### src/design/xosera_macros.svh
/*
 * shared constants for the reduced display controller
 * raster is tiny (16x8 visible) so a frame is only 288 clocks
 * register numbers are 4-bit bus values, interrupt bits index intr_t
 */
`ifndef XOSERA_MACROS_SVH
`define XOSERA_MACROS_SVH

`define H_VIS           16      // visible pixels per line
`define H_FRONT         2       // front porch clocks
`define H_SYNC          3       // hsync width, clocks
`define H_TOTAL         24      // clocks per line
`define V_VIS           8       // visible lines per frame
`define V_FRONT         1       // front porch lines
`define V_SYNC          1       // vsync width, lines
`define V_TOTAL         12      // lines per frame

`define VRAM_AW         8       // 256 words of VRAM
`define PAL_N           16      // palette entries

`define REG_VRAM_ADDR   0
`define REG_VRAM_DATA   1
`define REG_PAL_DATA    2
`define REG_INT_CTRL    3
`define REG_STATUS      4

`define INTR_W          2       // interrupt vector width
`define VIDEO_INTR      0       // start of vertical blank
`define VRAM_INTR       1       // host VRAM access done

`endif
### src/design/xosera_pkg.sv
/*
 * common types for the display controller
 * widths follow the constants in the macros header
 */
`include "xosera_macros.svh"

package xosera_pkg;

    typedef logic [15:0]            word_t;     // VRAM / register word
    typedef logic [`VRAM_AW-1:0]    addr_t;     // VRAM word address
    typedef logic [3:0]             color_t;    // palette index
    typedef logic [11:0]            rgb_t;      // {red, green, blue} 4 bits each

    typedef logic [4:0]             hcount_t;   // 0 .. H_TOTAL-1
    typedef logic [3:0]             vcount_t;   // 0 .. V_TOTAL-1

    typedef logic [`INTR_W-1:0]     intr_t;     // one bit per source

    // host VRAM access sequencing
    typedef enum logic [1:0] {
        IDLE,                                   // no access outstanding
        WAIT_RD,                                // read issued, waiting for ack
        WAIT_WR                                 // write issued, waiting for ack
    } host_state_e;

endpackage

### src/design/intr_ctrl.sv
/*
 * pending interrupt status and host strobe
 * a source strobes the host only when enabled and not already pending
 * clear bits come from an INT_CTRL odd-byte write
 */
`include "xosera_macros.svh"

module intr_ctrl import xosera_pkg::*; (
    input  wire logic   clk,
    input  wire logic   reset_i,
    input  wire logic   video_intr_i,       // start of vertical blank
    input  wire logic   vram_done_i,        // host VRAM access finished
    input  wire intr_t  intr_mask_i,
    input  wire intr_t  intr_clear_i,
    output intr_t       intr_status_o,
    output logic        bus_intr_o
);

    intr_t  trigger;

    always_comb begin
        trigger              = '0;
        trigger[`VIDEO_INTR] = video_intr_i;
        trigger[`VRAM_INTR]  = vram_done_i;
    end

    always_ff @(posedge clk) begin
        if (reset_i) begin
            intr_status_o <= '0;
            bus_intr_o    <= 1'b0;
        end else begin
            bus_intr_o    <= |(trigger & intr_mask_i & ~intr_status_o);    // new and enabled
            intr_status_o <= (intr_status_o | trigger) & ~intr_clear_i;
        end
    end

endmodule

### config.mk
export PLATFORM = sky130hd
export DESIGN_NAME = intr_ctrl
export DESIGN_NICKNAME = d
export VERILOG_FILES = /design/src/design/xosera_pkg.sv /design/src/design/intr_ctrl.sv
export VERILOG_INCLUDE_DIRS = /design/src /design/src/design
export SDC_FILE = /design/constraint.sdc
export NUM_CORES = 1
export LEC_CHECK = 0
export ABC_AREA = 1
export BUFFER_PORTS_ARGS = -buffer_cell sky130_fd_sc_hd__buf_4
export CAP_MARGIN = 20
export CELL_PAD_IN_SITES_DETAIL_PLACEMENT = 2
export CELL_PAD_IN_SITES_GLOBAL_PLACEMENT = 2
export CORE_AREA = 2 2 39 41
export DETAILED_ROUTE_END_ITERATION = 12
export DIE_AREA = 0 0 41 43
export PLACE_DENSITY = 0.52
export SETUP_SLACK_MARGIN = 0.15
export SLEW_MARGIN = 20
export SYNTH_ARGS = -nofsm -noshare
export SYNTH_HDL_FRONTEND = slang
export SYNTH_SLANG_ARGS = --single-unit
### constraint.sdc
create_clock -name clk -period 0.8 [get_ports clk]
set_clock_uncertainty 0.15 [all_clocks]
set_input_delay 0.24 -clock clk [delete_from_list [all_inputs] [get_ports clk]]
set_output_delay 0.24 -clock clk [all_outputs]
set_load 0.005 [all_outputs]
==> results.tsv <==
stage	metric	value	unit
floorplanning	die area	1760	um^2
synthesis	Syn Area/Cell	8.34	um^2
worst_setup_path	Critical Path Slowest Stage Cell	dfxtp_2	
layout	Antenna Cells	0	
cts	TritonCTS clock tree	yes	
timing	RSZ-0062 raised after global routing	yes	
timing	Setup Viol. Count Final	6	
worst_hold_path	hold path depth	2	
placement	Port Buf Inserts	10	
cts	Bufs on Longest Clock Path	2	
layout	area grow syn2layout	180	%
cts	H-tree Lvls	1	
grt	met2 Use GR	0.0844	
worst_hold_path	HP Start	intr_clear_i[1]	
power_and_ir_drop	Lkg Pwr	0.123	nW
placement	placed cell count	38	
worst_setup_path	Max Fanout on Critical Path	2	
worst_hold_path	WHS Endpoint	intr_status_o[1]	
synthesis	Syn Std Cell Area	100	um^2
layout	utilization after layout	0.203	
flow_run	max_cap viols	0	
worst_hold_path	Min-Delay Path Class	in -> reg	
routing	vias per cell	3.36	
cts	Worst-Skew Late Latency	0.23	ns
timing	period utilisation layout	1.30	
grt	met3 GRT Util	0.0785	
worst_setup_path	Worst Path Buf+Inv	1	
timing	Max Fclk	0.961	GHz
synthesis	Cells after Synth	12	
worst_setup_path	CP required	0.41	ns
floorplanning	Die W	41	um
synthesis	syn_nets	20	
layout	most frequent cells in the layout	buf_4 (9), dfxtp_2 (3), clkbuf_4 (3), buf_6 (3)	
timing	setup TNS	-0.876	ns
grt	first-pass GRT wire length	662	um
cts	clk sinks	3	
worst_setup_path	Worst path top cell family by delay	flip-flops	
grt	largest net degree at the start of global routing	4	
routing	WL per Instance	11.9	um
power_and_ir_drop	Power Total	515	uW
routing	DRT Pass-1 Iters	4	
synthesis	Synth Warn #	0	
grt	gr ovfl total	0	
routing	Detail Route Antenna Nets	0	
floorplanning	core area	1380	um^2
power_and_ir_drop	PD cells	1840	nW/um^2
run_status	failing checks	negative setup slack	
synthesis	post-synth cell types	6	
layout	Layout Cells excl Fill	44	
layout	# fillers	164	
grt	number of global-route vias before repair	166	
run_status	status	finished with violations	
worst_setup_path	Crit path largest cell delay	0.31	ns
placement	GP Congestion	0.527	
timing	minimum clock period	1.04	ns
grt	Top Usage Layer GRT	met2	
cts	CTS Buf Count	3	
layout	Final Cell Area	280	um^2
cts	clock-pin slew on the worst setup and hold paths	0.04	ns
placement	pre-CTS setup slack	-0.0232	ns
power_and_ir_drop	Worst VDD drop	318	uV
routing	DRC	0	
timing	fin. max-slew vios	0	
timing	WHS	0.0138	ns
routing	Routed WL	524	um
floorplanning	# rows	14	
worst_setup_path	Critical Path End Type	output port	
worst_setup_path	Crit. Startpoint	intr_status_o[1]	
worst_setup_path	r2r startpoint	intr_status_o[0]	
timing	Worst Setup Slack, final	-0.240	ns
timing	Final Hold Fails	0	
worst_setup_path	Setup CP Type	reg -> out	
worst_setup_path	Worst EP arrival	0.65	ns
floorplanning	initial core utilization	0.0723	
timing	Worst-Margin Slew	0.128	ns
worst_setup_path	crit start category	flip-flop	
routing	routed vias	148	
routing	1st-iter DRT viols	2	
worst_setup_path	Worst R2R End	bus_intr_o	
synthesis	#FFs+latches synth	3	
floorplanning	Die Ht	43	um
grt	initial antenna violation count	0	
worst_setup_path	reg2reg path depth	4	
grt	global-route usage over all layers	0.0692	
synthesis	register area share after synthesis	0.600	
worst_setup_path	crit-path cells	buf_6	
grt	met1 GRT Util	0.0577	
layout	layout cells sized above 1	0.929	
cts	root buf cell	clkbuf_4	
layout	leading cell type in the layout, fill and taps excluded	buf_4	
layout	nets	37	
timing	Slew headroom	0.914	
floorplanning	I/O pin cnt	11	
placement	Post-DP Area	198	um^2
worst_setup_path	R2R Setup Slk	-0.10	ns
-- logic make-up (layout without fill, tap and decap cells) --
family | after synthesis | after routing | share of synthesized area
DFF | 3 | 3 | 0.600
AOI/OAI and AO/OA | 1 | 1 | 0.0500
and+or+nand+nor | 6 | 6 | 0.275
buffers and inverters | 2 | 18 | 0.0750
-- registers in the layout (all words and copies together) (netlist names) --
name           count
intr_status_o      2
bus_intr_o         1
-- power by group --
part	internal, mW	leakage [nW]	switching, mW
combinational	0.0539	0.0819	0.0338
sequential	0.160	0.0258	0.00450
clock	0.187	0.0150	0.0760
-- synth_stat cells (all sizes together) --
| cell type | number | area [um^2] |
|---|---|---|
| nor2 | 2 | 7.51 |
| dfxtp | 3 | 60.1 |
| nand3 | 2 | 10.0 |
| inv | 2 | 7.51 |
| a21oi | 1 | 5.00 |
| nor3 | 2 | 10.0 |
-- repair_timing --
action | CTS | global route
resized for setup | 6 | 7
setup buffers | 2 | 0
setup endpoints to repair | 6 | 6
hold buffers | 0 | 0
pin swaps | 1 | 1
-- layout make-up --
| type | count | area, um^2 | share of cell area |
|---|---|---|---|
| clock buffers | 4 | 26.3 | 0.0937 |
| inverters | 2 | 7.51 | 0.0268 |
| multi-input cells | 7 | 61.3 | 0.219 |
| flip-flops and latches | 3 | 63.8 | 0.228 |
| well taps | 16 | 20.0 | 0.0714 |
| repair buffers | 12 | 101 | 0.362 |
-- worst max-delay path by stage --
stage,to,slack (ns),cells past startpoint
6_report,intr_status_o[1],-0.24,1
5_1_grt,intr_status_o[1],-0.27,1
4_1_cts,intr_status_o[1],-0.25,1
3_5_place_dp,intr_status_o[0],-0.02,1
3_3_place_gp,intr_status_o[1],-0.02,1
2_1_floorplan,bus_intr_o,0.06,3
-- per-layer routing --
layer / part of all wire / vias up
met3: 0.22 / 0
met4: 0 / 0
met1: 0.23 / 64
met5: 0 / -
met2: 0.54 / 13
li1: - / 71
Power figures use the tool's default switching activity.
