File: src/design/xosera_macros.svh
/*
 * shared constants for the reduced display controller
 * raster is tiny (16x8 visible) so a frame is only 288 clocks
 * register numbers are 4-bit bus values, interrupt bits index intr_t
 */
`ifndef XOSERA_MACROS_SVH
`define XOSERA_MACROS_SVH

`define H_VIS           16      // visible pixels per line
`define H_FRONT         2       // front porch clocks
`define H_SYNC          3       // hsync width, clocks
`define H_TOTAL         24      // clocks per line
`define V_VIS           8       // visible lines per frame
`define V_FRONT         1       // front porch lines
`define V_SYNC          1       // vsync width, lines
`define V_TOTAL         12      // lines per frame

`define VRAM_AW         8       // 256 words of VRAM
`define PAL_N           16      // palette entries

`define REG_VRAM_ADDR   0
`define REG_VRAM_DATA   1
`define REG_PAL_DATA    2
`define REG_INT_CTRL    3
`define REG_STATUS      4

`define INTR_W          2       // interrupt vector width
`define VIDEO_INTR      0       // start of vertical blank
`define VRAM_INTR       1       // host VRAM access done

`endif
File: src/design/xosera_pkg.sv
/*
 * common types for the display controller
 * widths follow the constants in the macros header
 */
`include "xosera_macros.svh"

package xosera_pkg;

    typedef logic [15:0]            word_t;     // VRAM / register word
    typedef logic [`VRAM_AW-1:0]    addr_t;     // VRAM word address
    typedef logic [3:0]             color_t;    // palette index
    typedef logic [11:0]            rgb_t;      // {red, green, blue} 4 bits each

    typedef logic [4:0]             hcount_t;   // 0 .. H_TOTAL-1
    typedef logic [3:0]             vcount_t;   // 0 .. V_TOTAL-1

    typedef logic [`INTR_W-1:0]     intr_t;     // one bit per source

    // host VRAM access sequencing
    typedef enum logic [1:0] {
        IDLE,                                   // no access outstanding
        WAIT_RD,                                // read issued, waiting for ack
        WAIT_WR                                 // write issued, waiting for ack
    } host_state_e;

endpackage

File: src/design/pixel_out.sv
/*
 * palette lookup and output stage
 * vram_rdata_i carries the fetched word one cycle after the timing counters
 * all outputs land two cycles after the counters, rgb is black outside dv_de
 */
`include "xosera_macros.svh"

module pixel_out import xosera_pkg::*; (
    input  wire logic   clk,
    input  wire logic   reset_i,
    input  wire logic   hsync_i,
    input  wire logic   vsync_i,
    input  wire logic   dv_de_i,
    input  wire word_t  vram_rdata_i,       // pixel index in [3:0]
    input  wire logic   pal_wr_i,
    input  wire color_t pal_idx_i,
    input  wire rgb_t   pal_rgb_i,
    output logic        [3:0] red_o,
    output logic        [3:0] green_o,
    output logic        [3:0] blue_o,
    output logic        hsync_o,
    output logic        vsync_o,
    output logic        dv_de_o
);

    rgb_t   pal [0:`PAL_N-1];
    logic   hsync_1;                // first delay stage, matches VRAM read
    logic   vsync_1;
    logic   dv_de_1;

    initial begin
        for (int i = 0; i < `PAL_N; i++) begin
            pal[i] = '0;            // power-up black
        end
    end

    always_ff @(posedge clk) begin
        if (pal_wr_i) begin
            pal[pal_idx_i] <= pal_rgb_i;
        end
    end

    always_ff @(posedge clk) begin
        if (reset_i) begin
            {hsync_1, vsync_1, dv_de_1} <= '0;
            {hsync_o, vsync_o, dv_de_o} <= '0;
            {red_o, green_o, blue_o}    <= '0;
        end else begin
            hsync_1 <= hsync_i;
            vsync_1 <= vsync_i;
            dv_de_1 <= dv_de_i;
            hsync_o <= hsync_1;     // second stage, matches lookup
            vsync_o <= vsync_1;
            dv_de_o <= dv_de_1;
            if (dv_de_1) begin
                {red_o, green_o, blue_o} <= pal[color_t'(vram_rdata_i[3:0])];
            end else begin
                {red_o, green_o, blue_o} <= '0;
            end
        end
    end

endmodule

File: config.mk
export PLATFORM = sky130hd
export DESIGN_NAME = pixel_out
export DESIGN_NICKNAME = d
export VERILOG_FILES = /design/src/design/xosera_pkg.sv /design/src/design/pixel_out.sv
export VERILOG_INCLUDE_DIRS = /design/src /design/src/design
export SDC_FILE = /design/constraint.sdc
export NUM_CORES = 1
export LEC_CHECK = 0
export BUFFER_PORTS_ARGS = -buffer_cell sky130_fd_sc_hd__buf_2
export CORE_MARGIN = 10
export CORE_UTILIZATION = 51
export CTS_BUF_LIST = sky130_fd_sc_hd__clkbuf_8 sky130_fd_sc_hd__clkbuf_16
export DETAILED_ROUTE_END_ITERATION = 16
export PLACE_DENSITY = 0.69
export SYNTH_ARGS = -nofsm -noshare
export SYNTH_HDL_FRONTEND = slang
export SYNTH_SLANG_ARGS = --single-unit
File: constraint.sdc
create_clock -name clk -period 2.5 [get_ports clk]
set_input_delay 0.25 -clock clk [delete_from_list [all_inputs] [get_ports clk]]
set_output_delay 0.25 -clock clk [all_outputs]
set_load 0.01 [all_outputs]
==> results by group, run 1 <==
Status
  – Status: finished clean

Finish
  – Fill cell count: approximately 1,100
  – Post-layout nets: 500
  – Share of cells above drive strength 1: between 20 and 30%
  – Design area: 9270 um2
  – Area delta synth->final: 16.3%
  – Layout Utilization: roughly three fifths
  – Post-Layout Cell Count: slightly below 700

Floorplanning
  – Initial Utilization: between 50% and 60%
  – Die width: about 150 um
  – Die height: between 100 and 150 um
  – Die area: approximately 21,000 um2
  – Core Rows: 45
  – Total core area: about 15,000 um2
  – IO Pins: 53

Yosys
  – Top-area cell type share of the netlist area: between 70% and 80%
  – Distinct cells, synth: 32
  – Sequential area share after synthesis: approximately three quarters
  – Syn_nets: between 400 and 500
  – Syn Inst Count: 380
  – Syn_area_per_cell: 21.0 um2
  – Synth Flop Type: edfxtp_1
  – Count leader, synth: edfxtp_1
  – Synthesis warning total: 0
  – Area contributors post-synth: edfxtp_1 72%, mux4_2 8.5%, dfxtp_1 4.5%
  – Synth area leader: edfxtp_1
  – Synth Register Bits: 210
  – Post-synth EDFFs: between 150 and 200
  – Post-synth ARST share: 0%
  – Top post-synthesis cells by count: 192 x edfxtp_1, 30 x mux4_2, 22 x mux2i_1
  – Mapped Area: roughly 8000 um2

Critical path
  – Critical Path AT: around 2300 ps
  – Setup CP Type: primary input to flip-flop
  – CP cell instances: dlygate4sd3_1 > buf_2 > nor2b_1 > and2_1 > buf_4 > a32oi_1 > o211ai_1
  – Worst R2R Setup Slack: just under 800 ps
  – Buf/Inv on CP: 3
  – WP data required: ~2900 ps
  – CP Capture Type: flip-flop
  – Crit start category: primary input
  – CP Max Fanout: 17
  – Critical Path Max Stage Delay: 630 ps
  – CP max stage cell: and2_1
  – Top Family by Delay on Critical Path: buffers and inverters

Clocking
  – Hold buffers post-CTS: 7
  – PostCTS Resize Cnt: 0
  – Worst skew pair latency: between 400 and 500 ps
  – Clock transition at path regs: about 60 ps
  – CTS Buf Count: 21
  – CTS Root Buffer Type: clkbuf_16
  – CTS H-tree depth: 1
  – Post-CTS Setup Repair Bufs: 0
  – Clk sink count: between 200 and 250
  – CTS tree: yes
  – CTS max path bufs: 3

Route
  – DRC violations left: 0
  – Antenna viol nets, final: 0
  – Vias/cell: 5.79
  – WL final: around 16,000 um
  – First drt pass iteration count: 5
  – Starting DRC count in detailed routing: 320
  – Wire per inst: 23.5 um
  – Via count: a little under 4,000

Global route
  – Antenna violations before repair: 1
  – First-pass GRT wire length: approximately 24,000 um
  – Gr usage total: between 10% and 20%
  – Vias in the first global route: 4,097
  – GR Overflow Total: 0
  – Largest net degree at the start of global routing: 26

Power and ir drop
  – Leak pwr: 0.00320 uW
  – Worst VDD drop: 0.531 mV
  – Pwr per Cell Area: between 700 and 800 nW/um2

Timing
  – Min Tclk post-route: 1880 ps
  – F_max: 0.531 GHz
  – Setup Viol. Count Final: 0
  – Clock Skew: roughly 9 ps
  – RSZ-0062 raised after global routing: no
  – Slew margin rel.: slightly above 50%
  – Post-route worst setup slack: between 600 and 700 ps
  – Period utilization: 75.3%
  – Worst-margin pin slew: 739 ps
  – Hold Vio Cnt, Final: 0
  – Max-slew violations: 0
  – Setup TNS: 0 ps

Worst hold path
  – Hold Path Class: primary input to flip-flop

Run
  – Max Cap Violations: 0

Placement
  – Placed cell areas: between 8000 and 9000 um2
  – Port-buffer cells: 40
  – Dpl hpwl: about 9600 um
  – Final GP Congestion: ~0.75
  – Placed cells: between 600 and 700
  – Pre-CTS setup slack: between 400 and 500 ps
worst paths after layout:
path	to	start	depth (start not counted)
worst max-delay path	blue_o[2]	reset_i	7
worst min-delay path	pal[5][10]	pal_rgb_i[10]	1
worst max register to register	blue_o[2]	dv_de_1	5
worst min register to register	vsync_o	vsync_1	1
layout make-up:
cell class	instances	area [um2]	share of cell area [%]
Sequential cell	210	6130	66.1
Clock buffer	22	539	5.82
Tap cell	211	264	2.85
Antenna cell	1	2.50	0.0270
Multi-Input combinational cell	151	1700	18.3
Timing Repair Buffer	78	518	5.59
Clock inverter	14	118	1.27
cells in the final DEF, fill, tap and decap left out, types with 11 or more instances in the layout:
master / instances
buf_2: 39
buf_4: 31
clkbuf_16: 21
dfxtp_1: 18
edfxtp_1: 192
mux2i_1: 22
mux4_2: 30
nand2_1: 11
nor2_1: 13
nor2b_1: 11
registers in the layout, summed over array words and instances (netlist names):
name	cells
dv_de_o	1
vsync_1	1
green_o	4
hsync_1	1
dv_de_1	1
blue_o	4
vsync_o	1
hsync_o	1
pal	192
red_o	4
worst reg2reg max path, stage by stage (launching register included):
cell and delay, ps:
dfxtp_1 300, nor2b_1 170, and2_1 630, buf_4 280, a32oi_1 100, o211ai_1 180
metrics by stage:
step                      hold slack, ps  total power, uW
final                                134             7250
after global routing                 140             7470
after CTS                            125             7310
after detailed placement             440             4340
after global placement               419             4330
after floorplan                      322             4200
layer usage:
| metal | vias up | share of wire [%] | global-route usage, % |
|---|---|---|---|
| li1 | 1744 | - | - |
| met1 | 2066 | 42 | 19.8 |
| met2 | 142 | 49 | 24.6 |
| met3 | 24 | 6.5 | 2.76 |
| met4 | 0 | 2.2 | 4.75 |
| met5 | - | 0 | 0 |
where the power goes:
| group | total (uW) | leakage (uW) | internal, uW | switching, uW |
|---|---|---|---|---|
| clock | 2970 | 0.000336 | 1760 | 1210 |
| sequential | 3930 | 0.00188 | 3910 | 17.3 |
| combinational | 346 | 0.000981 | 150 | 195 |
logic make-up after synthesis:
family	count (synthesis)	synth area share (%)
muxes	61	13.8
and+or+nand+nor	61	4.04
buffers and inverters	19	2.06
AOI/OAI and AO/OA	29	3.20
DFF	210	76.9
Power figures use the tool's default switching activity.
==> inputs of run 2 (changes only) <==
--- a/config.mk
+++ b/config.mk
@@ -11,7 +11,7 @@
 export CORE_UTILIZATION = 51
 export CTS_BUF_LIST = sky130_fd_sc_hd__clkbuf_8 sky130_fd_sc_hd__clkbuf_16
 export DETAILED_ROUTE_END_ITERATION = 16
-export PLACE_DENSITY = 0.69
+export PLACE_DENSITY = 0.72
 export SYNTH_ARGS = -nofsm -noshare
 export SYNTH_HDL_FRONTEND = slang
 export SYNTH_SLANG_ARGS = --single-unit
==> constraint.sdc (replaced) <==
create_clock -name clk -period 1.55 [get_ports clk]
set_input_delay 0.155 -clock clk [delete_from_list [all_inputs] [get_ports clk]]
set_output_delay 0.155 -clock clk [all_outputs]
set_load 0.01 [all_outputs]
==> results by group, run 2 (same netlist as run 1, synthesis figures left out) <==
Status
  – Status: finished clean

Critical path
  – Critical Path AT: 1910 ps (-380 ps)
  – CP Capture Type: flip-flop
  – Setup CP Type: flip-flop to flip-flop
  – WP data required: 1920 ps (-980 ps)
  – Crit start category: flip-flop
  – CP Max Fanout: 1 (-16)

Floorplanning
  – IO Pins: 53 (unchanged)
  – Die height: 145 um (unchanged)
  – Core Rows: 45 (unchanged)
  – Die area: 21,000 um2 (unchanged)
  – Total core area: 15,300 um2 (unchanged)
  – Die width: 145 um (unchanged)
  – Initial Utilization: 52.2% (unchanged)

Route
  – Wire per inst: 23.8 um (+1.5%)
  – First drt pass iteration count: 5 (unchanged)
  – Starting DRC count in detailed routing: 472 (+48%)
  – WL final: 16,600 um (+2.9%)
  – Antenna viol nets, final: 0 (unchanged)
  – Via count: 4,053 (+1.9%)
  – Vias/cell: 5.81 (+0.47%)
  – DRC violations left: 0 (unchanged)

Global route
  – Gr usage total: 15.5% (+0.50 points)
  – Vias in the first global route: 4,270 (+4.2%)
  – Antenna violations before repair: 0 (-1)
  – First-pass GRT wire length: 25,300 um (+3.4%)
  – GR Overflow Total: 0 (unchanged)
  – Largest net degree at the start of global routing: 24 (-7.7%)

Clocking
  – CTS Root Buffer Type: clkbuf_16
  – CTS H-tree depth: 1 (unchanged)
  – CTS max path bufs: 3 (unchanged)
  – CTS Buf Count: 21 (unchanged)
  – Post-CTS Setup Repair Bufs: 0 (unchanged)
  – Clock transition at path regs: 60 ps (about the same)
  – Clk sink count: 210 (unchanged)
  – Worst skew pair latency: 490 ps (about the same)
  – CTS tree: yes

Finish
  – Area delta synth->final: 19.0%
  – Most frequent cells in the layout: 192 x edfxtp_1, 39 x buf_2, 31 x buf_4
  – Post-layout nets: 511 (+2.2%)
  – Max reg flops: 192 (unchanged)
  – Diode count: 0 (-1)
  – Most common cell after layout, fill and taps aside: edfxtp_1
  – Fill cell count: 1,023 (-4.9%)
  – Share of cells above drive strength 1: 31.5% (+2.0 points)
  – Largest Register: pal

Timing
  – Hold Vio Cnt, Final: 0 (unchanged)
  – Setup TNS: 0 ps (unchanged)
  – Max-slew violations: 0 (unchanged)
  – Clock Skew: 13.5 ps (+4.28 ps)
  – Worst-margin pin slew: 279 ps (-460 ps)
  – Post-route worst setup slack: 1.87 ps (-616 ps)
  – Slew margin rel.: 81.4% (+31 points)
  – Min Tclk post-route: approximately 1500 ps
  – Period utilization: roughly 100%
  – RSZ-0062 raised after global routing: no
  – Setup Viol. Count Final: 0 (unchanged)
  – F_max: between 0.6 and 0.7 GHz

Placement
  – Port-buffer cells: 40 (unchanged)
  – Final GP Congestion: 0.787 (+4.5%)
  – Pre-CTS setup slack: -147 ps (-626 ps)
  – Dpl hpwl: 10,200 um (+6.6%)

Run
  – Max Cap Violations: 0 (unchanged)

Power and ir drop
  – Power Total: 11,500 uW (+58%)
  – Leak pwr: 0.00328 uW (+2.7%)
  – Worst VDD drop: 0.809 mV (+52%)
  – Pwr per Cell Area: 1210 nW/um2 (+54%)

Worst hold path
  – Hold Path Class: primary input to flip-flop
run 2: path summary, 6_finish.rpt:
kind                      from          to  slack (ps)  cells after the start
hold / removal    pal_rgb_i[3]   pal[1][3]          40                      1
setup / recovery    pal[15][4]  green_o[0]           2                      3
setup reg to reg    pal[15][4]  green_o[0]           2                      3
hold reg to reg        hsync_1     hsync_o         440                      1
run 2: final cells by class:
| cell class | instances | area (um2) | area share, % |
|---|---|---|---|
| clock buffers | 23 | 553 | 5.83 |
| repair buffers | 89 | 768 | 8.10 |
| clock inverters | 13 | 58.8 | 0.620 |
| flip-flops and latches | 210 | 6130 | 64.6 |
| multi-input cells | 151 | 1720 | 18.1 |
| well taps | 211 | 264 | 2.78 |
run 2: report_power, final:
group          switching, uW  leakage (uW)  internal, uW
Sequential              29.1       0.00188          6300
Clock                   1950      0.000319          2550
Combinational            331       0.00108           288
Total                   2320       0.00328          9140
run 2: worst max-delay path, stage by stage (launching register included):
cell and delay [ps]:
edfxtp_1 390, mux4_2 510, a32o_1 230, a221o_1 300
run 2: per-layer routing:
| metal | track usage (%) | part of all wire [%] | wire, um | up-vias |
|---|---|---|---|---|
| met1 | 20.5 | 41 | 6850 | 2104 |
| li1 | - | - | - | 1768 |
| met4 | 4.65 | 2.2 | 360 | 0 |
| met3 | 2.42 | 6.3 | 1050 | 30 |
| met5 | 0 | 0 | 0 | - |
| met2 | 25.8 | 50 | 8350 | 151 |
run 2: what timing repair did:
item / CTS / global route
gates resized for setup: 1 / 2
endpoints found under the hold margin: 6 / 0
endpoints found under the setup margin: 6 / 6
pin swaps: 0 / 2
hold buffers: 4 / 0
run 2: through the flow:
step | hold WS [ps] | cell area [um2] | std cells | util, %
6_report | 37.9 | 9490 | 697 | 62.2
5_1_grt | 42.4 | 9490 | 697 | 62.2
4_1_cts | 25.3 | 9500 | 698 | 62.2
3_5_place_dp | 361 | 8840 | 658 | 58.0
3_3_place_gp | 354 | 8840 | 658 | 58.0
2_1_floorplan | 227 | 8000 | 380 | -
