$ cat src/design/xosera_macros.svh
/*
 * shared constants for the reduced display controller
 * raster is tiny (16x8 visible) so a frame is only 288 clocks
 * register numbers are 4-bit bus values, interrupt bits index intr_t
 */
`ifndef XOSERA_MACROS_SVH
`define XOSERA_MACROS_SVH

`define H_VIS           16      // visible pixels per line
`define H_FRONT         2       // front porch clocks
`define H_SYNC          3       // hsync width, clocks
`define H_TOTAL         24      // clocks per line
`define V_VIS           8       // visible lines per frame
`define V_FRONT         1       // front porch lines
`define V_SYNC          1       // vsync width, lines
`define V_TOTAL         12      // lines per frame

`define VRAM_AW         8       // 256 words of VRAM
`define PAL_N           16      // palette entries

`define REG_VRAM_ADDR   0
`define REG_VRAM_DATA   1
`define REG_PAL_DATA    2
`define REG_INT_CTRL    3
`define REG_STATUS      4

`define INTR_W          2       // interrupt vector width
`define VIDEO_INTR      0       // start of vertical blank
`define VRAM_INTR       1       // host VRAM access done

`endif
$ cat src/design/xosera_pkg.sv
/*
 * common types for the display controller
 * widths follow the constants in the macros header
 */
`include "xosera_macros.svh"

package xosera_pkg;

    typedef logic [15:0]            word_t;     // VRAM / register word
    typedef logic [`VRAM_AW-1:0]    addr_t;     // VRAM word address
    typedef logic [3:0]             color_t;    // palette index
    typedef logic [11:0]            rgb_t;      // {red, green, blue} 4 bits each

    typedef logic [4:0]             hcount_t;   // 0 .. H_TOTAL-1
    typedef logic [3:0]             vcount_t;   // 0 .. V_TOTAL-1

    typedef logic [`INTR_W-1:0]     intr_t;     // one bit per source

    // host VRAM access sequencing
    typedef enum logic [1:0] {
        IDLE,                                   // no access outstanding
        WAIT_RD,                                // read issued, waiting for ack
        WAIT_WR                                 // write issued, waiting for ack
    } host_state_e;

endpackage

$ cat src/design/bus_regs.sv
/*
 * host register interface on an 8-bit bus with byte select
 * one access per chip-select low cycle, even byte first then odd byte
 * VRAM accesses take a variable number of clocks, busy shows in STATUS
 * bus writes and VRAM side effects are dropped while busy
 */
`include "xosera_macros.svh"

module bus_regs import xosera_pkg::*; (
    input  wire logic   clk,
    input  wire logic   reset_i,
    input  wire logic   bus_cs_n_i,         // chip select, active low
    input  wire logic   bus_rd_nwr_i,       // 1 = read
    input  wire logic   [3:0] bus_reg_num_i,
    input  wire logic   bus_bytesel_i,      // 1 = odd byte
    input  wire logic   [7:0] bus_data_i,
    input  wire logic   host_ack_i,
    input  wire word_t  vram_rdata_i,
    input  wire logic   h_blank_i,
    input  wire logic   v_blank_i,
    input  wire intr_t  intr_status_i,
    output logic        [7:0] bus_data_o,
    output logic        host_sel_o,
    output logic        host_wr_o,
    output addr_t       host_addr_o,
    output word_t       host_wdata_o,
    output logic        pal_wr_o,
    output color_t      pal_idx_o,
    output rgb_t        pal_rgb_o,
    output intr_t       intr_mask_o,
    output intr_t       intr_clear_o,
    output logic        vram_done_o
);

    host_state_e    state;
    logic           cs_n_q;             // last cycle's chip select
    logic           cs_strobe;          // first low cycle of cs
    logic           busy;
    logic           wr_go;              // accepted bus write
    logic [7:0]     hold_byte;          // even byte waiting for odd
    addr_t          vram_addr;
    word_t          rd_buf;             // VRAM read buffer
    word_t          rd_word;            // register value being read

    assign cs_strobe   = cs_n_q & ~bus_cs_n_i;
    assign busy        = (state != IDLE);
    assign wr_go       = cs_strobe & ~bus_rd_nwr_i & ~busy;
    assign host_addr_o = vram_addr;     // held stable while an access is pending

    // read-back word, byte picked at the edge
    always_comb begin
        case (bus_reg_num_i)
            4'(`REG_VRAM_ADDR): rd_word = word_t'(vram_addr);
            4'(`REG_VRAM_DATA): rd_word = rd_buf;
            4'(`REG_INT_CTRL):  rd_word = {8'(intr_mask_o), 8'(intr_status_i)};
            4'(`REG_STATUS):    rd_word = {13'h0000, busy, v_blank_i, h_blank_i};
            default:            rd_word = '0;   // palette and unused read as 0
        endcase
    end

    always_ff @(posedge clk) begin
        if (reset_i) begin
            state        <= IDLE;
            cs_n_q       <= 1'b1;
            host_sel_o   <= 1'b0;
            host_wr_o    <= 1'b0;
            pal_wr_o     <= 1'b0;
            intr_mask_o  <= '0;
            intr_clear_o <= '0;
            vram_done_o  <= 1'b0;
            vram_addr    <= '0;
            rd_buf       <= '0;
            bus_data_o   <= '0;
        end else begin
            cs_n_q       <= bus_cs_n_i;
            pal_wr_o     <= 1'b0;       // strobes default low
            intr_clear_o <= '0;
            vram_done_o  <= 1'b0;

            // finish an outstanding VRAM access
            if (busy && host_ack_i) begin
                host_sel_o  <= 1'b0;
                vram_done_o <= 1'b1;
                state       <= IDLE;
                if (state == WAIT_RD) begin
                    rd_buf <= vram_rdata_i;
                end else begin
                    vram_addr <= vram_addr + 1'b1;  // auto-increment after write
                end
            end

            if (cs_strobe && bus_rd_nwr_i) begin
                bus_data_o <= bus_bytesel_i ? rd_word[7:0] : rd_word[15:8];
                // odd data read steps to the next word
                if (!busy && bus_bytesel_i && bus_reg_num_i == 4'(`REG_VRAM_DATA)) begin
                    vram_addr  <= vram_addr + 1'b1;
                    host_sel_o <= 1'b1;
                    host_wr_o  <= 1'b0;
                    state      <= WAIT_RD;
                end
            end

            if (wr_go && !bus_bytesel_i && bus_reg_num_i == 4'(`REG_INT_CTRL)) begin
                intr_mask_o <= bus_data_i[`INTR_W-1:0];
            end

            if (wr_go && bus_bytesel_i) begin   // odd byte commits the word
                case (bus_reg_num_i)
                    4'(`REG_VRAM_ADDR): begin
                        vram_addr  <= addr_t'({hold_byte, bus_data_i});
                        host_sel_o <= 1'b1;
                        host_wr_o  <= 1'b0;
                        state      <= WAIT_RD;
                    end
                    4'(`REG_VRAM_DATA): begin
                        host_sel_o <= 1'b1;
                        host_wr_o  <= 1'b1;
                        state      <= WAIT_WR;
                    end
                    4'(`REG_PAL_DATA):  pal_wr_o     <= 1'b1;
                    4'(`REG_INT_CTRL):  intr_clear_o <= bus_data_i[`INTR_W-1:0];
                    default: ;                      // ignored
                endcase
            end
        end
    end

    // write payload registers
    always_ff @(posedge clk) begin
        if (wr_go) begin
            if (!bus_bytesel_i) begin
                hold_byte <= bus_data_i;
            end else begin
                host_wdata_o <= {hold_byte, bus_data_i};
                pal_idx_o    <= hold_byte[7:4];                     // entry in [15:12]
                pal_rgb_o    <= {hold_byte[3:0], bus_data_i};       // colour in [11:0]
            end
        end
    end

endmodule

$ cat config.mk
export PLATFORM = sky130hd
export DESIGN_NAME = bus_regs
export DESIGN_NICKNAME = d
export VERILOG_FILES = /design/src/design/xosera_pkg.sv /design/src/design/bus_regs.sv
export VERILOG_INCLUDE_DIRS = /design/src /design/src/design
export SDC_FILE = /design/constraint.sdc
export NUM_CORES = 1
export LEC_CHECK = 0
export BUFFER_PORTS_ARGS = -buffer_cell sky130_fd_sc_hd__buf_2
export CORE_MARGIN = 2
export CORE_UTILIZATION = 54
export CTS_BUF_LIST = sky130_fd_sc_hd__clkbuf_16
export DETAILED_ROUTE_END_ITERATION = 16
export PLACE_DENSITY = 0.91
export SLEW_MARGIN = 20
export SYNTH_ARGS = -nofsm -noshare
export SYNTH_HDL_FRONTEND = slang
export SYNTH_SLANG_ARGS = --single-unit
$ cat constraint.sdc
create_clock -name clk -period 4 [get_ports clk]
set_clock_uncertainty 0.15 [all_clocks]
set_input_delay 0.6 -clock clk [delete_from_list [all_inputs] [get_ports clk]]
set_output_delay 0.6 -clock clk [all_outputs]
set_load 0.03 [all_outputs]
==> results of run 1 <==
cells in the mapped netlist, types with 3 or more instances:
master    instances  area, um2
nand2_1          44        165
dfxtp_1          43        861
nor2_1           28        105
edfxtp_1         24        721
a21oi_1          21        105
buf_4            17        128
clkbuf_1         11       41.3
a211oi_1         10       75.1
nor3_1            7       35.0
a22oi_1           6       45.0
xnor2_1           6       52.6
buf_2             5       25.0
nand3_1           5       25.0
mux2i_1           4       40.0
nand2b_1          4       25.0
a211oi_2          3       37.5
and2_1            3       18.8
nand4_1           3       18.8
nor4b_1           3       26.3
final timing paths:
check | startpoint | end | slack, ps
min | hold_byte[1]$_DFFE_PP_ | host_wdata_o[9]$_DFFE_PN_ | 270
max | state[1]$_SDFF_PP0_ | host_addr_o[5]$_SDFF_PP0_ | 1610
min reg2reg | hold_byte[1]$_DFFE_PP_ | host_wdata_o[9]$_DFFE_PN_ | 270
max reg2reg | state[1]$_SDFF_PP0_ | host_addr_o[5]$_SDFF_PP0_ | 1610
per-layer routing:
layer	vias up	wire length (um)	global-route usage, %	part of all wire (%)
li1	1139	-	-	-
met1	1087	2530	26.6	40
met2	129	3070	36.4	48
met3	24	572	4.94	9.0
met4	0	199	12.7	3.1
met5	-	0	0	0
area by class of cell:
cell class	instances	area (um2)
Multi-Input combinational cell	180	1110
Clock buffer	9	225
Sequential cell	67	1580
Fill cell	380	1510
Timing Repair Buffer	94	473
Inverter	2	7.51
Tap cell	70	87.6
Clock inverter	7	140
where the power goes:
part | internal (mW) | leakage, nW | total [mW] | switching (mW)
logic | 0.0361 | 0.666 | 0.111 | 0.0745
registers | 0.718 | 0.567 | 0.724 | 0.00575
clock network | 0.670 | 0.173 | 0.945 | 0.276
critical path: cells and delay by family (launching register included):
kind	cells	cell delay, ps
simple gates	4	1270
compound gates	1	60
buf+inv	1	360
flops	1	390
cells by family (layout without fill, tap and decap cells):
logic type               count (synthesis)  after routing
XOR/XNOR                                 6              6
AO/OA/AOI/OAI                           55             55
AND/OR/NAND/NOR                        114            114
multiplexers                             4              4
buffers and inverters                   35            112
adder cells (fa/ha/maj)                  1              1
flip-flops                              67             67
sequential cells by signal, indices dropped and copies added, names as in the netlist, 2 cells and up:
name / count
intr_clear_o: 2
rd_buf: 16
state: 2
bus_data_o: 8
host_wdata_o: 16
intr_mask_o: 2
host_addr_o: 8
hold_byte: 8
==> metrics.txt, run 1 <==
clk sink count=between 60 and 70; CP Capture Type=flip-flop; synthesized area per cell=10.3 um2; syn_nets=approximately 320; CTS Hold Buffers Added=0; area share of and/or/nand/nor cells after synthesis=roughly 21%; vias per cell=roughly 5.5; first-pass GRT wire length=10.3 mm; VDD IR-drop max=approximately 0.35 mV; Seq cells post-synth=67; Area growth syn-to-layout=25.3%; Die Y-Extent=roughly 77 um; Mapped Cells=between 200 and 300; synth warn=0; Setup WS post-layout=about 1600 ps; Post-Layout Cell Count=429; worst slew pin tran=approximately 900 ps; NumNets Final=around 390; Post-Synth Adder-Cell Area=less than 1%; CP peak stage delay=about 500 ps; count of unique library cells instantiated by Yosys=48; Seq/Total Area, Yosys=between 50 and 60%; most common cell after layout, fill and taps aside=buf_2; post-route cell area=3630 um2; vias in the first global route=around 2200; hold path depth=0; largest net degree at the start of global routing=45; Worst-path clk slew=about 50 ps; post-synthesis compound-gate area fraction=about 14%; initial antenna violation count=0; Slew HR=between 30 and 40%; ys async rst share=0%; Final ANT Viol Nets=0; RSZ-0062 raised after global routing=false; cts repair resizes=0; die area=between 5000 and 6000 um2; placed cells=roughly 410; Most used DFF post-synth=dfxtp_1; routed len/inst=~15 um; Core Rows=26; IO Pins=94; period utilization=about 60%; share of cells above drive strength 1=about a third; Post-synth EDFFs=24; final slew viol count=0; total congestion overflow=0; Pwr Total=~1.8 mW; Die W=a little under 80 um; CTS root buf=clkbuf_16; CTS tree=built; Setup violations, final=0; GPL Wtd Cong=between 0.8 and 0.9; pre-CTS WS=~1400 ps; multiplexer share of the synthesized area=1.38%; Remaining DRCs=0; final core utilization=between 70% and 80%; xor and xnor area share after synthesis=1.82%; FF-to-FF path depth=6; n_diodes=0; Detailed Place HPWL=4.31 mm; fin crit period=between 2000 and 2500 ps; Hold/Removal Path Class=flip-flop to flip-flop; total track usage=between 20% and 30%; startpoint type of the worst setup path=flip-flop; port bufs=between 90 and 100; Data required, critical path=between 4000 and 5000 ps; synthesized cell area=~2900 um2; drt total wl=6.37 mm; crit path DAT=between 2000 and 2500 ps; CTS max path bufs=2; H-Tree Depth=3; combinational family with the most area after synthesis=simple AND/OR/NAND/NOR gates; Starting Density=between 50% and 60%; worst skew pair latency=about 330 ps; Placed Area=3260 um2; Fin Hold WS=271 ps; via count=~2400; WS Path Type=flip-flop to flip-flop; PwrDens=roughly 490 nW/um2; # Post-CTS Setup Buffers=0; status=completed; crit-path max FO=18; initial DRC count=roughly 120; Leak Pwr=about 1.4 nW; clock buffer count from CTS=9; Max-Cap Viols=0; critical-path cell list=nor4b_4, nand3b_1, inv_2, nand2_2, nor2_1, a211oi_2; CP max-delay cell=nor4b_4; fmax=between 0.4 and 0.5 GHz; TNS Setup=0 ps; DR pass1 iterations=4; most frequent cells in the layout=93 x buf_2, 44 x nand2_1, 43 x dfxtp_1; total core area=between 5000 and 6000 um2; Fin. Hold Viols=0
(Power assumes the default switching activity.)
==> run 2: changes to the inputs <==
- ABC_AREA: not set -> 1
- CORE_UTILIZATION: 54 -> 50
- PLACE_DENSITY: 0.91 -> 0.86
- clock period: 4 -> 2.35 ns (I/O delays scaled with it)
==> metrics.txt, run 2 <==
Core Rows=27; PwrDens=between 700 and 800 nW/um2; via count=2474; H-Tree Depth=3; die area=6420 um2; Max-Cap Viols=0; startpoint type of the worst setup path=flip-flop; first-pass GRT wire length=around 10 mm; Psw=around 0.6 mW; GPL Wtd Cong=0.849; IO Pins=94; Seq/Total Area, Yosys=between 50% and 60%; RSZ-0062 raised after global routing=false; vias in the first global route=~2200; top cell type's share of synthesized area=between 20 and 30%; CTS max path bufs=2; cts repair resizes=0; period utilization=about 76%; synthesized cell area=between 2000 and 3000 um2; Area growth syn-to-layout=23.5%; Fin. Hold Viols=0; post-synthesis compound-gate area fraction=15.4%; critical-path cell list=inv_1, nor2_1, nand2_2, o21ai_0, a21oi_1; CTS tree=built; most common cell after layout, fill and taps aside=buf_2; NumNets Final=442; Worst path top cell family by delay=simple AND/OR/NAND/NOR gates; largest net degree at the start of global routing=29; CTS Hold Buffers Added=0; Post-synth EDFFs=24; Hold/Removal Path Class=input pin to flip-flop; CTS root buf=clkbuf_16; CP peak stage delay=380 ps; most instantiated cells after synthesis=45 x inv_1, 43 x dfxtp_1, 43 x nand2_1; Starting Density=between 50% and 60%; total congestion overflow=0; clock buffer count from CTS=9; Slew HR=71.8%; CP Capture Type=flip-flop; DR pass1 iterations=4; Fin Hold WS=roughly 85 ps; count of unique library cells instantiated by Yosys=31; multiplexer share of the synthesized area=0%; Yosys top cell by area=dfxtp_1; xor and xnor area share after synthesis=less than 1%; routed len/inst=about 14 um; syn_nets=361; Comb power frac=about 7%; total track usage=a little over a fifth; WS Path Type=flip-flop to flip-flop; biggest regs=host_wdata_o x16, rd_buf x16; ys async rst share=0%; Seq cells post-synth=between 60 and 70; Leak Pwr=about 1.6 nW; fmax=roughly 0.56 GHz; synth warn=0; Post-Synth Adder-Cell Area=less than 1%; Mapped Cells=322; CP max-delay cell=dfxtp_1; Remaining DRCs=0; crit-path max FO=28; VDD IR-drop max=0.522 mV; Data required, critical path=2390 ps; synthesized area per cell=around 9 um2; status=completed; Setup violations, final=0; area share of and/or/nand/nor cells after synthesis=around 17%; Fillers=about 470; Area contributors post-synth=dfxtp_1 30%, edfxtp_1 25%, o21ai_0 7.1%; combinational family with the most area after synthesis=simple AND/OR/NAND/NOR gates; Clock power frac=between 40% and 50%; TNS Setup=0 ps; crit path DAT=1840 ps; n_diodes=0; vias per cell=~5; share of cells above drive strength 1=~30%; initial antenna violation count=0; initial DRC count=175; Detailed Place HPWL=~4.9 mm; pre-CTS WS=approximately 540 ps; crit path buf inv count=1; # Post-CTS Setup Buffers=0; net switching fraction of the power=between 20% and 30%; fin crit period=~1800 ps; Die W=around 80 um; worst skew pair latency=approximately 320 ps; sequential share of power=46.4%; Die Y-Extent=roughly 80 um; drt total wl=about 6.7 mm; most frequent cells in the layout=93 x buf_2, 48 x inv_1, 43 x nand2_1, 43 x dfxtp_1, 41 x o21ai_0; Most used DFF post-synth=dfxtp_1; Worst-path clk slew=around 50 ps; final slew viol count=0; Setup WS post-layout=553 ps; Int Power=2.08 mW; port bufs=between 90 and 100; most common cell in the netlist=inv_1; clk sink count=67; total core area=5540 um2; Final ANT Viol Nets=0; worst slew pin tran=between 400 and 500 ps
[run 2: cell types whose count changed after synthesis, moves of 6 or more]
cell	delta
a21oi_1	+7
a211oi_1	-10
a22oi_1	-6
o21ai_0	+40
nor2_1	-17
o22ai_1	+7
inv_1	+44
nand3_1	+15
xnor2_1	-6
[run 2: through the flow]
stage	power, mW	cells	util (%)	area, um2
after CTS	2.69	480	64.5	3580
after detailed placement	1.45	464	59.5	3300
after global routing	2.77	480	64.5	3580
after global placement	1.44	464	59.5	3300
final	2.67	480	64.5	3580
after floorplan	1.38	322	-	2900
[run 2: logic make-up (layout without fill, tap and decap cells)]
kind of cell | Yosys count | after routing
simple gates | 95 | 95
fa+ha+maj | 1 | 1
buf+inv | 73 | 159
flops | 67 | 67
xor+xnor | 1 | 1
compound gates | 85 | 85
[run 2: worst paths after layout]
| kind | startpoint | endpoint | slack, ps | cells past startpoint |
|---|---|---|---|---|
| worst max register to register | state[0]$_SDFF_PP0_ | rd_buf[7]$_SDFFE_PP0P_ | 550 | 5 |
| worst min register to register | hold_byte[4]$_DFFE_PP_ | host_wdata_o[12]$_DFFE_PN_ | 270 | 0 |
| worst max-delay path | state[0]$_SDFF_PP0_ | rd_buf[7]$_SDFFE_PP0P_ | 550 | 5 |
| worst min-delay path | bus_data_i[6] | host_wdata_o[6]$_DFFE_PN_ | 80 | 1 |
[run 2: final cells by class]
class                   instances  area (um2)  share of cell area (%)
multi-input cells             182         957                    26.8
flip-flops and latches         67        1580                    44.2
inverters                      46         173                    4.83
clock inverters                 7        53.8                    1.50
clock buffers                   9         225                    6.30
repair buffers                 97         495                    13.9
well taps                      72        90.1                    2.52
[run 2: worst register-to-register path, stage by stage, from the launching register on]
cell,delay [ps]
dfxtp_1,380
inv_1,80
nor2_1,330
nand2_2,360
o21ai_0,310
a21oi_1,60
[run 2: routing by layer]
metal  wire length [um]  global-route usage [%]  part of all wire [%]
met1               2740                    25.4                    41
met2               3250                    35.0                    48
met3                468                    6.29                   7.0
met4                260                    13.1                   3.9
met5                  0                       0                     0
[run 2: power by group through the flow]
stage	logic, mW	clock network (mW)	registers, mW
global route	0.206	1.33	1.24
CTS	0.190	1.26	1.24
global placement	0.184	0	1.26
finish	0.191	1.24	1.24
detailed placement	0.189	0	1.26
floorplan	0.0887	0	1.29
==> run 3: changes to the inputs <==
- ABC_AREA: 1 -> 0
- clock period: 2.35 -> 1.71 ns (I/O delays scaled with it)
==> metrics.txt, run 3 (synthesis gave the netlist of run 1 again) <==
fmax=0.551 GHz; RSZ-0062 raised after global routing=true; total congestion overflow=0; WS Path Type=flip-flop to flip-flop; via count=approximately 2500; vias in the first global route=about 2400; Max-Cap Viols=0; Setup violations, final=31; failing checks=negative setup slack; status=complete, but fails checks; vias per cell=roughly 5.3; worst reg-to-reg setup slack=-110 ps; die area=around 6400 um2; most common cell after layout, fill and taps aside=buf_2; CTS root buf=clkbuf_16; IO Pins=94; crit path to=state[0]$_SDFF_PP0_; Slew HR=approximately 76%; Worst-path clk slew=approximately 50 ps; routed len/inst=between 15 and 20 um; critical path launch point=state[0]$_SDFF_PP0_; Area growth syn-to-layout=40.2%; CTS tree=built; PwrDens=~930 nW/um2; gr busiest metal=met2; Core Rows=27; total core area=roughly 5500 um2; most frequent cells in the layout=93 x buf_2, 42 x nand2_1, 42 x dfxtp_1; n_diodes=0; initial antenna violation count=0; port bufs=93; Remaining DRCs=0; final core utilization=73.2%; Detailed Place HPWL=slightly below 5 mm; Final ANT Viol Nets=0; final slew viol count=0; drt total wl=a little over 7 mm; pre-CTS WS=-137 ps; R2R Path Start=state[0]$_SDFF_PP0_; crit path DAT=between 1500 and 2000 ps; H-Tree Depth=3; crit-path max FO=3; fin crit period=between 1500 and 2000 ps; startpoint type of the worst setup path=flip-flop; first-pass GRT wire length=between 10 and 15 mm; initial DRC count=around 180; Starting Density=around 52%; period utilization=106%; total track usage=between 20% and 30%; biggest regs=host_wdata_o x16, rd_buf x16; Fin Hold WS=between 20 and 25 ps; GPL Wtd Cong=0.855; clk sink count=67; CP Capture Type=flip-flop; clock buffer count from CTS=9; CTS max path bufs=2; share of cells above drive strength 1=~44%; Die W=between 80 and 90 um; Data required, critical path=between 1500 and 2000 ps; Hold/Removal Path Class=input pin to flip-flop; routing usage on met2=a little under 40%; met1 Use GR=28.8%; VDD IR-drop max=approximately 0.76 mV; Setup WS post-layout=-106 ps; NumNets Final=between 400 and 500; Fin. Hold Viols=0; DR pass1 iterations=4; worst slew pin tran=361 ps; Leak Pwr=~1.6 nW; worst skew pair latency=between 300 and 400 ps; Reg-to-Reg End=state[0]$_SDFF_PP0_; largest net degree at the start of global routing=19; GRT met3 Usage=slightly above 4%; Die Y-Extent=approximately 80 um; FF-to-FF path depth=8
==> run 3: cell types whose count changed in the layout (fill, tap and decap cells not counted), sizes merged, moves of 13 or more <==
cell	change
inv	-48
o21ai	-41
buf	+31
nand3	-17
a211oi	+13
nor2	+13
==> run 3: final cells by class <==
| type | instances | area, um2 |
|---|---|---|
| Fill cell | 402 | 1480 |
| Sequential cell | 67 | 1580 |
| Clock buffer | 9 | 225 |
| Clock inverter | 7 | 58.8 |
| Inverter | 2 | 20.0 |
| Tap cell | 72 | 90.1 |
| Timing Repair Buffer | 135 | 860 |
| Multi-Input combinational cell | 181 | 1220 |
==> run 3: how the worst min path moves through the flow <==
stage,slack [ps],endpoint,cells past startpoint,start
final,20,rd_buf[0]$_SDFFE_PP0P_,3,vram_rdata_i[0]
after floorplan,210,hold_byte[0]$_DFFE_PP_,0,bus_data_i[0]
after global routing,30,host_wdata_o[7]$_DFFE_PN_,1,bus_data_i[7]
after CTS,20,rd_buf[0]$_SDFFE_PP0P_,3,vram_rdata_i[0]
after detailed placement,260,host_wdata_o[11]$_DFFE_PN_,0,hold_byte[3]$_DFFE_PP_
after global placement,250,host_wdata_o[13]$_DFFE_PN_,0,hold_byte[5]$_DFFE_PP_
==> run 3: per-layer routing <==
metal	vias up	part of all wire [%]
met5	-	0
met4	0	1.3
met3	16	7.6
met2	121	50
met1	1173	41
li1	1217	-
==> run 3: repair_timing <==
| action | 4_1_cts | 5_1_grt |
|---|---|---|
| resized for setup | 15 | 9 |
| pin swaps | 17 | 6 |
| hold buffers | 5 | 0 |
| endpoints found under the hold margin | 10 | 0 |
| setup endpoints to repair | 10 | 42 |
| setup buffers | 5 | 1 |
| cloned | 1 | 2 |
==> run 3: where the power goes <==
part           switching [mW]  internal, mW  leakage (nW)  total [mW]
combinational           0.198         0.141         0.894       0.339
clock                   0.637          1.11         0.138        1.74
sequential             0.0125          1.68         0.567        1.69
==> run 3: critical path: stages (launching register included) <==
cell	delay [ps]
dfxtp_2	330
nor4b_4	270
buf_4	190
nand4_1	130
buf_4	160
buf_4	120
buf_4	130
buf_4	120
a31oi_2	130
==> run 3: through the flow <==
step | TNS [ps] | power, mW | instance area, um2 | std cells
detailed placement | -1370 | 2.02 | 3520 | 443
finish | -1260 | 3.77 | 4060 | 473
floorplan | -1760 | 1.90 | 2930 | 282
CTS | -1440 | 3.77 | 3960 | 470
global route | -3230 | 3.90 | 4060 | 473
global placement | -605 | 2.02 | 3520 | 443
